**src/mmuPkg.sv**
```systemverilog
package mmuPkg;

    // tlb operation codes, one strobe cycle each
    typedef enum logic [1:0] {
        TLB_NONE = 2'd0,
        TLB_WI   = 2'd1,
        TLB_R    = 2'd2,
        TLB_P    = 2'd3
    } tlbOpE;

    // one 4 KB page per entry
    localparam int unsigned VPN_W = 20;
    localparam int unsigned PFN_W = 20;
    localparam int unsigned ASID_W = 8;

    // top nibble codes of the unmapped kernel segments
    // kseg0, cached, bit 31 cleared
    localparam logic [3:0] SEG_KSEG0_LO = 4'h8;
    localparam logic [3:0] SEG_KSEG0_HI = 4'h9;
    // kseg1, uncached, bits 31..29 cleared
    localparam logic [3:0] SEG_KSEG1_LO = 4'hA;
    localparam logic [3:0] SEG_KSEG1_HI = 4'hB;

    // EntryLo C field value that marks a page uncached
    localparam logic [2:0] C_UNCACHED = 3'd2;

endpackage

```
**src/tlbArray.sv**
```systemverilog
`timescale 1ns/1ps

module tlbArray #(
    parameter int TLB_ENTRIES = 16
) (
    input  logic                             clk,
    input  logic                             reset,
    // write port, TLBWI
    input  logic                             wrEn,
    input  logic [$clog2(TLB_ENTRIES)-1:0]   wrIdx,
    input  logic [mmuPkg::VPN_W-1:0]         wrVpn,
    input  logic [mmuPkg::ASID_W-1:0]        wrAsid,
    input  logic                             wrG,
    input  logic [mmuPkg::PFN_W-1:0]         wrPfn,
    input  logic [2:0]                       wrC,
    input  logic                             wrD,
    input  logic                             wrV,
    // read port, TLBR
    input  logic [$clog2(TLB_ENTRIES)-1:0]   rdIdx,
    output logic [mmuPkg::VPN_W-1:0]         rdVpn,
    output logic [mmuPkg::ASID_W-1:0]        rdAsid,
    output logic                             rdG,
    output logic [mmuPkg::PFN_W-1:0]         rdPfn,
    output logic [2:0]                       rdC,
    output logic                             rdD,
    output logic                             rdV,
    // data translation lookup
    input  logic [mmuPkg::VPN_W-1:0]         lookupVpn,
    input  logic [mmuPkg::ASID_W-1:0]        lookupAsid,
    output logic                             found,
    output logic [mmuPkg::PFN_W-1:0]         hitPfn,
    output logic [2:0]                       hitC,
    output logic                             hitD,
    output logic                             hitV,
    // probe lookup, TLBP
    input  logic [mmuPkg::VPN_W-1:0]         probeVpn,
    input  logic [mmuPkg::ASID_W-1:0]        probeAsid,
    output logic                             probeHit,
    output logic [$clog2(TLB_ENTRIES)-1:0]   probeIdx
);
    import mmuPkg::*;

    localparam int IDX_W = $clog2(TLB_ENTRIES);

    // per-entry fields
    logic [VPN_W-1:0]  entVpn  [TLB_ENTRIES];
    logic [ASID_W-1:0] entAsid [TLB_ENTRIES];
    logic              entG    [TLB_ENTRIES];
    logic [PFN_W-1:0]  entPfn  [TLB_ENTRIES];
    logic [2:0]        entC    [TLB_ENTRIES];
    logic              entD    [TLB_ENTRIES];
    logic              entV    [TLB_ENTRIES];

    logic [TLB_ENTRIES-1:0] lookupMatch;
    logic [TLB_ENTRIES-1:0] probeMatch;
    logic [IDX_W-1:0]       hitIdx;

    // vpn equal and either global or same asid
    function automatic logic [TLB_ENTRIES-1:0] matchVec(
        input logic [VPN_W-1:0]  vpn,
        input logic [ASID_W-1:0] asid
    );
        logic [TLB_ENTRIES-1:0] m;
        for (int i = 0; i < TLB_ENTRIES; i++) begin
            m[i] = (entVpn[i] == vpn) && (entG[i] || (entAsid[i] == asid));
        end
        return m;
    endfunction

    // lowest set bit wins, scan from the top down
    function automatic logic [IDX_W-1:0] lowestIdx(input logic [TLB_ENTRIES-1:0] m);
        logic [IDX_W-1:0] idx;
        idx = '0;
        for (int i = TLB_ENTRIES - 1; i >= 0; i--) begin
            if (m[i]) begin
                idx = IDX_W'(i);
            end
        end
        return idx;
    endfunction

    // storage, everything invalid after reset
    always_ff @(posedge clk) begin
        if (reset) begin
            for (int i = 0; i < TLB_ENTRIES; i++) begin
                entVpn[i]  <= '0;
                entAsid[i] <= '0;
                entG[i]    <= 1'b0;
                entPfn[i]  <= '0;
                entC[i]    <= '0;
                entD[i]    <= 1'b0;
                entV[i]    <= 1'b0;
            end
        end else if (wrEn) begin
            entVpn[wrIdx]  <= wrVpn;
            entAsid[wrIdx] <= wrAsid;
            entG[wrIdx]    <= wrG;
            entPfn[wrIdx]  <= wrPfn;
            entC[wrIdx]    <= wrC;
            entD[wrIdx]    <= wrD;
            entV[wrIdx]    <= wrV;
        end
    end

    // read port
    assign rdVpn  = entVpn[rdIdx];
    assign rdAsid = entAsid[rdIdx];
    assign rdG    = entG[rdIdx];
    assign rdPfn  = entPfn[rdIdx];
    assign rdC    = entC[rdIdx];
    assign rdD    = entD[rdIdx];
    assign rdV    = entV[rdIdx];

    // translation match, fields of entry 0 on a miss
    assign lookupMatch = matchVec(lookupVpn, lookupAsid);
    assign found       = |lookupMatch;
    assign hitIdx      = lowestIdx(lookupMatch);
    assign hitPfn      = entPfn[hitIdx];
    assign hitC        = entC[hitIdx];
    assign hitD        = entD[hitIdx];
    assign hitV        = entV[hitIdx];

    // probe match against EntryHi
    assign probeMatch = matchVec(probeVpn, probeAsid);
    assign probeHit   = |probeMatch;
    assign probeIdx   = lowestIdx(probeMatch);

endmodule

```
**src/dtlbStage.sv**
```systemverilog
`timescale 1ns/1ps

module dtlbStage (
    input  logic [31:0]              vAddr,
    input  logic                     read,
    input  logic                     store,
    // lookup result from the tlb
    input  logic                     found,
    input  logic [mmuPkg::PFN_W-1:0] hitPfn,
    input  logic [2:0]               hitC,
    input  logic                     hitD,
    input  logic                     hitV,
    output logic [31:0]              rAddr,
    output logic                     isUncache,
    output logic                     exRdRefill,
    output logic                     exWrRefill,
    output logic                     exRdInvalid,
    output logic                     exWrInvalid,
    output logic                     exModified
);
    import mmuPkg::*;

    // page offset bits below the vpn
    localparam int OFS_W = 32 - VPN_W;

    logic [3:0] seg;
    logic       isKseg0;
    logic       isKseg1;
    logic       mapped;

    assign seg     = vAddr[31:28];
    assign isKseg0 = (seg == SEG_KSEG0_LO) || (seg == SEG_KSEG0_HI);
    assign isKseg1 = (seg == SEG_KSEG1_LO) || (seg == SEG_KSEG1_HI);
    // kuseg, kseg2 and kseg3 go through the tlb
    assign mapped  = !isKseg0 && !isKseg1;

    // physical address
    always_comb begin
        if (isKseg1) begin
            rAddr = {3'b000, vAddr[28:0]};
        end else if (isKseg0) begin
            rAddr = {1'b0, vAddr[30:0]};
        end else if (found) begin
            rAddr = {hitPfn, vAddr[OFS_W-1:0]};
        end else begin
            // mapped miss
            rAddr = '0;
        end
    end

    // kseg1 always uncached, mapped pages by their C field
    always_comb begin
        if (isKseg1) begin
            isUncache = 1'b1;
        end else if (mapped && found) begin
            isUncache = (hitC == C_UNCACHED);
        end else begin
            isUncache = 1'b0;
        end
    end

    // refill on a mapped miss
    assign exRdRefill  = mapped && !found && read;
    assign exWrRefill  = mapped && !found && store;
    // invalid on a hit with V clear
    assign exRdInvalid = mapped && found && !hitV && read;
    assign exWrInvalid = mapped && found && !hitV && store;
    // store to a clean valid page
    assign exModified  = mapped && found && hitV && !hitD && store;

endmodule

```
**src/tlbCp0Regs.sv**
```systemverilog
`timescale 1ns/1ps

module tlbCp0Regs #(
    parameter int TLB_ENTRIES = 16
) (
    input  logic                             clk,
    input  logic                             reset,
    // MTC0 style writes
    input  logic                             entryHiWe,
    input  logic [31:0]                      entryHiIn,
    input  logic                             entryLoWe,
    input  logic [31:0]                      entryLoIn,
    input  logic                             indexWe,
    input  logic [31:0]                      indexIn,
    input  mmuPkg::tlbOpE                    tlbOp,
    // tlb read port fields
    input  logic [mmuPkg::VPN_W-1:0]         rdVpn,
    input  logic [mmuPkg::ASID_W-1:0]        rdAsid,
    input  logic                             rdG,
    input  logic [mmuPkg::PFN_W-1:0]         rdPfn,
    input  logic [2:0]                       rdC,
    input  logic                             rdD,
    input  logic                             rdV,
    // probe result
    input  logic                             probeHit,
    input  logic [$clog2(TLB_ENTRIES)-1:0]   probeIdx,
    output logic [31:0]                      entryHi,
    output logic [31:0]                      entryLo,
    output logic [31:0]                      index,
    output logic [mmuPkg::ASID_W-1:0]        curAsid,
    // tlb write port
    output logic                             wrEn,
    output logic [$clog2(TLB_ENTRIES)-1:0]   wrIdx,
    output logic [mmuPkg::VPN_W-1:0]         wrVpn,
    output logic [mmuPkg::ASID_W-1:0]        wrAsid,
    output logic                             wrG,
    output logic [mmuPkg::PFN_W-1:0]         wrPfn,
    output logic [2:0]                       wrC,
    output logic                             wrD,
    output logic                             wrV,
    output logic [$clog2(TLB_ENTRIES)-1:0]   rdIdx,
    output logic [mmuPkg::VPN_W-1:0]         probeVpn,
    output logic [mmuPkg::ASID_W-1:0]        probeAsid
);
    import mmuPkg::*;

    localparam int IDX_W = $clog2(TLB_ENTRIES);

    // EntryHi: vpn 31..12, asid 7..0, bits 11..8 read as zero
    always_ff @(posedge clk) begin
        if (reset) begin
            entryHi <= '0;
        end else if (tlbOp == TLB_R) begin
            entryHi <= {rdVpn, 4'b0000, rdAsid};
        end else if (entryHiWe) begin
            entryHi <= {entryHiIn[31:12], 4'b0000, entryHiIn[7:0]};
        end
    end

    // EntryLo: pfn 25..6, C 5..3, D V G, upper bits read as zero
    always_ff @(posedge clk) begin
        if (reset) begin
            entryLo <= '0;
        end else if (tlbOp == TLB_R) begin
            entryLo <= {6'b000000, rdPfn, rdC, rdD, rdV, rdG};
        end else if (entryLoWe) begin
            entryLo <= {6'b000000, entryLoIn[25:0]};
        end
    end

    // Index: probe failure in bit 31, entry number in the low bits
    always_ff @(posedge clk) begin
        if (reset) begin
            index <= '0;
        end else if (tlbOp == TLB_P) begin
            if (probeHit) begin
                index <= {{(32 - IDX_W){1'b0}}, probeIdx};
            end else begin
                index <= 32'h8000_0000;
            end
        end else if (indexWe) begin
            // software cannot set the probe flag
            index <= {{(32 - IDX_W){1'b0}}, indexIn[IDX_W-1:0]};
        end
    end

    assign curAsid = entryHi[7:0];

    // TLBWI takes the entry straight from the registers
    assign wrEn   = (tlbOp == TLB_WI);
    assign wrIdx  = index[IDX_W-1:0];
    assign wrVpn  = entryHi[31:12];
    assign wrAsid = entryHi[7:0];
    assign wrPfn  = entryLo[25:6];
    assign wrC    = entryLo[5:3];
    assign wrD    = entryLo[2];
    assign wrV    = entryLo[1];
    assign wrG    = entryLo[0];

    // TLBR reads the entry Index points at
    assign rdIdx = index[IDX_W-1:0];

    // TLBP searches for the EntryHi pair
    assign probeVpn  = entryHi[31:12];
    assign probeAsid = entryHi[7:0];

endmodule

```
**src/dataMmu.sv**
```systemverilog
`timescale 1ns/1ps

module dataMmu #(
    parameter int TLB_ENTRIES = 16
) (
    input  logic          clk,
    input  logic          reset,
    input  logic [31:0]   vAddr,
    input  logic          read,
    input  logic          store,
    input  logic          entryHiWe,
    input  logic [31:0]   entryHiIn,
    input  logic          entryLoWe,
    input  logic [31:0]   entryLoIn,
    input  logic          indexWe,
    input  logic [31:0]   indexIn,
    input  mmuPkg::tlbOpE tlbOp,
    output logic [31:0]   rAddr,
    output logic          isUncache,
    output logic          exRdRefill,
    output logic          exWrRefill,
    output logic          exRdInvalid,
    output logic          exWrInvalid,
    output logic          exModified,
    output logic [31:0]   entryHi,
    output logic [31:0]   entryLo,
    output logic [31:0]   index
);
    import mmuPkg::*;

    localparam int IDX_W = $clog2(TLB_ENTRIES);

    logic [ASID_W-1:0] curAsid;
    // write port
    logic              wrEn;
    logic [IDX_W-1:0]  wrIdx;
    logic [VPN_W-1:0]  wrVpn;
    logic [ASID_W-1:0] wrAsid;
    logic              wrG;
    logic [PFN_W-1:0]  wrPfn;
    logic [2:0]        wrC;
    logic              wrD;
    logic              wrV;
    // read port
    logic [IDX_W-1:0]  rdIdx;
    logic [VPN_W-1:0]  rdVpn;
    logic [ASID_W-1:0] rdAsid;
    logic              rdG;
    logic [PFN_W-1:0]  rdPfn;
    logic [2:0]        rdC;
    logic              rdD;
    logic              rdV;
    // probe
    logic [VPN_W-1:0]  probeVpn;
    logic [ASID_W-1:0] probeAsid;
    logic              probeHit;
    logic [IDX_W-1:0]  probeIdx;
    // translation hit
    logic              found;
    logic [PFN_W-1:0]  hitPfn;
    logic [2:0]        hitC;
    logic              hitD;
    logic              hitV;

    tlbCp0Regs #(
        .TLB_ENTRIES(TLB_ENTRIES)
    ) u_tlbCp0Regs (
        .clk       (clk),
        .reset     (reset),
        .entryHiWe (entryHiWe),
        .entryHiIn (entryHiIn),
        .entryLoWe (entryLoWe),
        .entryLoIn (entryLoIn),
        .indexWe   (indexWe),
        .indexIn   (indexIn),
        .tlbOp     (tlbOp),
        .rdVpn     (rdVpn),
        .rdAsid    (rdAsid),
        .rdG       (rdG),
        .rdPfn     (rdPfn),
        .rdC       (rdC),
        .rdD       (rdD),
        .rdV       (rdV),
        .probeHit  (probeHit),
        .probeIdx  (probeIdx),
        .entryHi   (entryHi),
        .entryLo   (entryLo),
        .index     (index),
        .curAsid   (curAsid),
        .wrEn      (wrEn),
        .wrIdx     (wrIdx),
        .wrVpn     (wrVpn),
        .wrAsid    (wrAsid),
        .wrG       (wrG),
        .wrPfn     (wrPfn),
        .wrC       (wrC),
        .wrD       (wrD),
        .wrV       (wrV),
        .rdIdx     (rdIdx),
        .probeVpn  (probeVpn),
        .probeAsid (probeAsid)
    );

    // lookup uses the vpn of the data address and the current asid
    tlbArray #(
        .TLB_ENTRIES(TLB_ENTRIES)
    ) u_tlbArray (
        .clk        (clk),
        .reset      (reset),
        .wrEn       (wrEn),
        .wrIdx      (wrIdx),
        .wrVpn      (wrVpn),
        .wrAsid     (wrAsid),
        .wrG        (wrG),
        .wrPfn      (wrPfn),
        .wrC        (wrC),
        .wrD        (wrD),
        .wrV        (wrV),
        .rdIdx      (rdIdx),
        .rdVpn      (rdVpn),
        .rdAsid     (rdAsid),
        .rdG        (rdG),
        .rdPfn      (rdPfn),
        .rdC        (rdC),
        .rdD        (rdD),
        .rdV        (rdV),
        .lookupVpn  (vAddr[31:32-VPN_W]),
        .lookupAsid (curAsid),
        .found      (found),
        .hitPfn     (hitPfn),
        .hitC       (hitC),
        .hitD       (hitD),
        .hitV       (hitV),
        .probeVpn   (probeVpn),
        .probeAsid  (probeAsid),
        .probeHit   (probeHit),
        .probeIdx   (probeIdx)
    );

    dtlbStage u_dtlbStage (
        .vAddr       (vAddr),
        .read        (read),
        .store       (store),
        .found       (found),
        .hitPfn      (hitPfn),
        .hitC        (hitC),
        .hitD        (hitD),
        .hitV        (hitV),
        .rAddr       (rAddr),
        .isUncache   (isUncache),
        .exRdRefill  (exRdRefill),
        .exWrRefill  (exWrRefill),
        .exRdInvalid (exRdInvalid),
        .exWrInvalid (exWrInvalid),
        .exModified  (exModified)
    );

endmodule

```
**config.mk**
```make
export PLATFORM = sky130hd
export DESIGN_NAME = dataMmu
export DESIGN_NICKNAME = d
export VERILOG_FILES = /design/src/mmuPkg.sv /design/src/tlbArray.sv /design/src/dtlbStage.sv /design/src/tlbCp0Regs.sv /design/src/dataMmu.sv
export SDC_FILE = /design/constraint.sdc
export NUM_CORES = 2
export LEC_CHECK = 0
export BUFFER_PORTS_ARGS = -buffer_cell sky130_fd_sc_hd__buf_2
export CAP_MARGIN = 15
export CORE_MARGIN = 3
export CORE_UTILIZATION = 25
export DETAILED_ROUTE_END_ITERATION = 7
export GPL_ROUTABILITY_DRIVEN = 0
export PLACE_DENSITY = 0.49
export RECOVER_POWER = 100
export SYNTH_ARGS = -nofsm -noshare
export SYNTH_HDL_FRONTEND = slang
export SYNTH_HIERARCHICAL = 1
export SYNTH_SLANG_ARGS = --single-unit
```
**constraint.sdc**
```tcl
create_clock -name clk -period 5.95 [get_ports clk]
set_input_delay 1.4875 -clock clk [delete_from_list [all_inputs] [get_ports clk]]
set_output_delay 1.4875 -clock clk [all_outputs]
set_load 0.005 [all_outputs]
```
==> run_results.csv <==
group,metric,value,unit
final_layout,fin_util,29.9,%
yosys,ys_async_sr_fraction,0,%
clocking,numCtsBuffers,100,
setup_path,worstPathMaxFanout,8,
hold_path,hp-class,"flop to flop",
setup_path,critPathRequiredTime,4460,ps
detailed_routing,detail-route-antenna-nets,0,
yosys,synth_edf_count,864,
final_layout,area_growth,18.4,%
yosys,ys_types,65,
run,cap_violations,28,
floorplan,start_util,25.2,%
sta,clock_skew,27.4,ps
setup_path,critical_path_arrival,5370,ps
detailed_routing,drc,0,
power_and_ir_drop,ir_worst_vdd,0.206,mV
sta,layout_setup_ws,-906,ps
placement,placed_cell_area,0.0626,sq mm
grt,antenna_found_initial,17,
grt,grt_use_total,19.3,%
floorplan,rows,174,
final_layout,fin_nets,4857,
floorplan,boundaryPins,271,
clocking,cts.sinks,923,
setup_path,end_kind,"primary output",
detailed_routing,wl_per_cell,30.1,um
final_layout,fill_cells,22881,
yosys,syn_area_per_cell,12.7,sq um
grt,grt_pass1_wl,321000,um
final_layout,fin_area,0.0674,sq mm
yosys,synth_ff_type,"edfxtp_1",
final_layout,final_common_cell,"edfxtp_1",
placement,hpwlAfterDp,154000,um
clocking,insertion_delay,750,ps
placement,portBuffers,195,
power_and_ir_drop,design_power_total,0.0167,W
clocking,clk_pin_slew,70,ps
floorplan,die_h,483,um
setup_path,start_kind,"primary input",
sta,setup_tns,-22140,ps
power_and_ir_drop,power.leakage,26.2,nW
grt,grt_max_degree,74,
floorplan,die_x,483,um
floorplan,core,0.226,sq mm
detailed_routing,drtIter0Drc,4463,
placement,dp.cells,7542,
final_layout,drive_above_1_share,25.0,%
sta,hold_viol,0,
sta,fin_crit,6860,ps
yosys,yosys_warnings,6,
yosys,syn_area,0.0569,sq mm
final_layout,final_cells,7804,
sta,worst_pin_slew,3360,ps
grt,grt_pass1_vias,39152,
clocking,cts_tree,"yes",
yosys,synthCells,4480,
clocking,cts-root-buf,"clkbuf_16",
floorplan,die_area,0.233,sq mm
detailed_routing,dr.pass1.iters,5,
sta,relSlewSlack,-124,%
sta,fin_crit_sh,115,%
grt,grt-ovfl-total,0,
detailed_routing,viasPerCell,5.06,
yosys,ys_seq_area_share,47.7,%
setup_path,path_class,"primary input to primary output",
sta,rsz0062_at_grt,"yes",
outcome,violations,"max-capacitance violations, max-slew violations, negative setup slack",
sta,finalSetupViolations,69,
clocking,cts-htree-levels,3,
detailed_routing,routed_wl,235000,um
sta,fmax,146,MHz
outcome,outcome,"finished, violations left",
sta,drv_slew,1247,
clocking,cts.path.max_buffers,3,
detailed_routing,num_vias,39485,
final_layout,mostFrequentLayoutCells,"edfxtp_1, xor2_1, and2_1",
power_and_ir_drop,p_per_area,248,mW/mm^2
yosys,synth_seq_cells,923,
[cell usage after synthesis (all sizes together), types with 2 or more instances]
master / count / area share [%]
edfxtp: 864 / 46
and2: 866 / 9.5
dfxtp: 59 / 2.1
a22oi: 49 / 0.65
inv: 3 / 0.020
nor4: 187 / 2.2
o311ai: 2 / 0.044
nand2b: 11 / 0.12
nor3: 7 / 0.070
mux2i: 252 / 4.4
a21boi: 12 / 0.16
xnor2: 272 / 4.2
or4: 2 / 0.026
o21ai: 6 / 0.053
nor2: 91 / 0.63
or2: 20 / 0.22
mux4: 270 / 11
and3: 28 / 0.31
xor2: 624 / 9.6
or3: 4 / 0.044
clkbuf: 234 / 1.5
nand3b: 5 / 0.066
a211oi: 56 / 0.91
and3b: 17 / 0.27
nor4b: 2 / 0.031
nand3: 35 / 0.31
a221oi: 23 / 0.35
nor2b: 6 / 0.066
mux2: 4 / 0.092
nand2: 19 / 0.13
buf: 283 / 3.6
a21oi: 46 / 0.42
a311oi: 3 / 0.046
a31o: 17 / 0.26
a22o: 23 / 0.35
nand4: 68 / 0.75
[final timing paths]
check | startpoint | to | slack (ps) | cells after the start
min reg2reg | u_tlbCp0Regs/index[31]$_SDFFE_PP0P_ | u_tlbCp0Regs/index[31]$_SDFFE_PP0P_ | 640 | 2
max | vAddr[13] | isUncache | -910 | 22
min | u_tlbCp0Regs/index[31]$_SDFFE_PP0P_ | u_tlbCp0Regs/index[31]$_SDFFE_PP0P_ | 640 | 2
max reg2reg | u_tlbCp0Regs/index[0]$_SDFFE_PP0P_ | u_tlbArray/entPfn[11][8]$_SDFFCE_PN0P_ | 190 | 4
[repair_timing]
action                                  4_1_cts  5_1_grt
pin swaps                                    45       77
hold buffers                                  0        0
cloned                                        1        5
gates resized for setup                      94      144
setup buffers                                17       48
endpoints found under the setup margin       38       38
[worst max-delay path, stage by stage]
cell      delay (ps)
buf_2            120
buf_12           150
buf_8            160
xor2_2           160
nor4_2           370
nand3_1          180
nor4_4           190
buf_4            160
nor2_2            40
o311ai_4         110
nand3_4          160
a211o_4          420
buf_12           150
buf_12           130
nor2_8           150
buf_4            180
a22oi_1          100
and3_1           170
nor4bb_2         170
buf_4            170
mux2_4           260
buf_6            130
[kinds of logic after synthesis]
logic type,after synthesis,synth area share (%)
and+or+nand+nor,1371,14.8
DFF,923,47.7
xor gates and xnor gates,896,13.8
muxes,526,15.2
buffers and inverters,520,5.15
AOI/OAI and AO/OA,243,3.37
other,1,0.00659
[metrics by stage]
stage                     hold slack (ps)  setup slack [ps]
after global placement                623             -1940
after detailed placement              621             -1430
after CTS                             632             -1070
final                                 637              -906
after floorplan                       480              2.48
after global routing                  672             -1030
[per-layer routing]
metal | GRT usage [%] | part of all wire [%]
met1 | 26.6 | 42
met5 | 0 | 0.0064
met4 | 6.02 | 3.7
met3 | 3.81 | 8.5
met2 | 30.5 | 45
[sequential cells by signal (all words and copies together) (netlist names)]
signal,flops
u_tlbArray/entVpn,320
u_tlbArray/entC,48
u_tlbArray/entG,16
u_tlbArray/entD,16
u_tlbCp0Regs/entryHi,28
u_tlbArray/entV,16
u_tlbCp0Regs/entryLo,26
u_tlbArray/entAsid,128
u_tlbCp0Regs/index,5
u_tlbArray/entPfn,320
[layout make-up]
cell class / count / area [sq um] / area share [%]
Tap cell: 2992 / 3740 / 5.56
Clock buffer: 134 / 2750 / 4.08
Sequential cell: 923 / 27200 / 40.3
Timing Repair Buffer: 618 / 5240 / 7.78
Inverter: 3 / 13.8 / 0.0204
Antenna cell: 7 / 17.5 / 0.0260
Multi-Input combinational cell: 3074 / 28000 / 41.5
Clock inverter: 53 / 505 / 0.750
[power by group]
part | internal (W) | switching, W | total [W] | leakage, nW
Clock | 0.00356 | 0.00285 | 0.00641 | 1.59
Combinational | 0.00101 | 0.00147 | 0.00248 | 15.2
Sequential | 0.00735 | 0.000435 | 0.00779 | 9.44
Note: power is estimated with default switching activity, not from simulation.
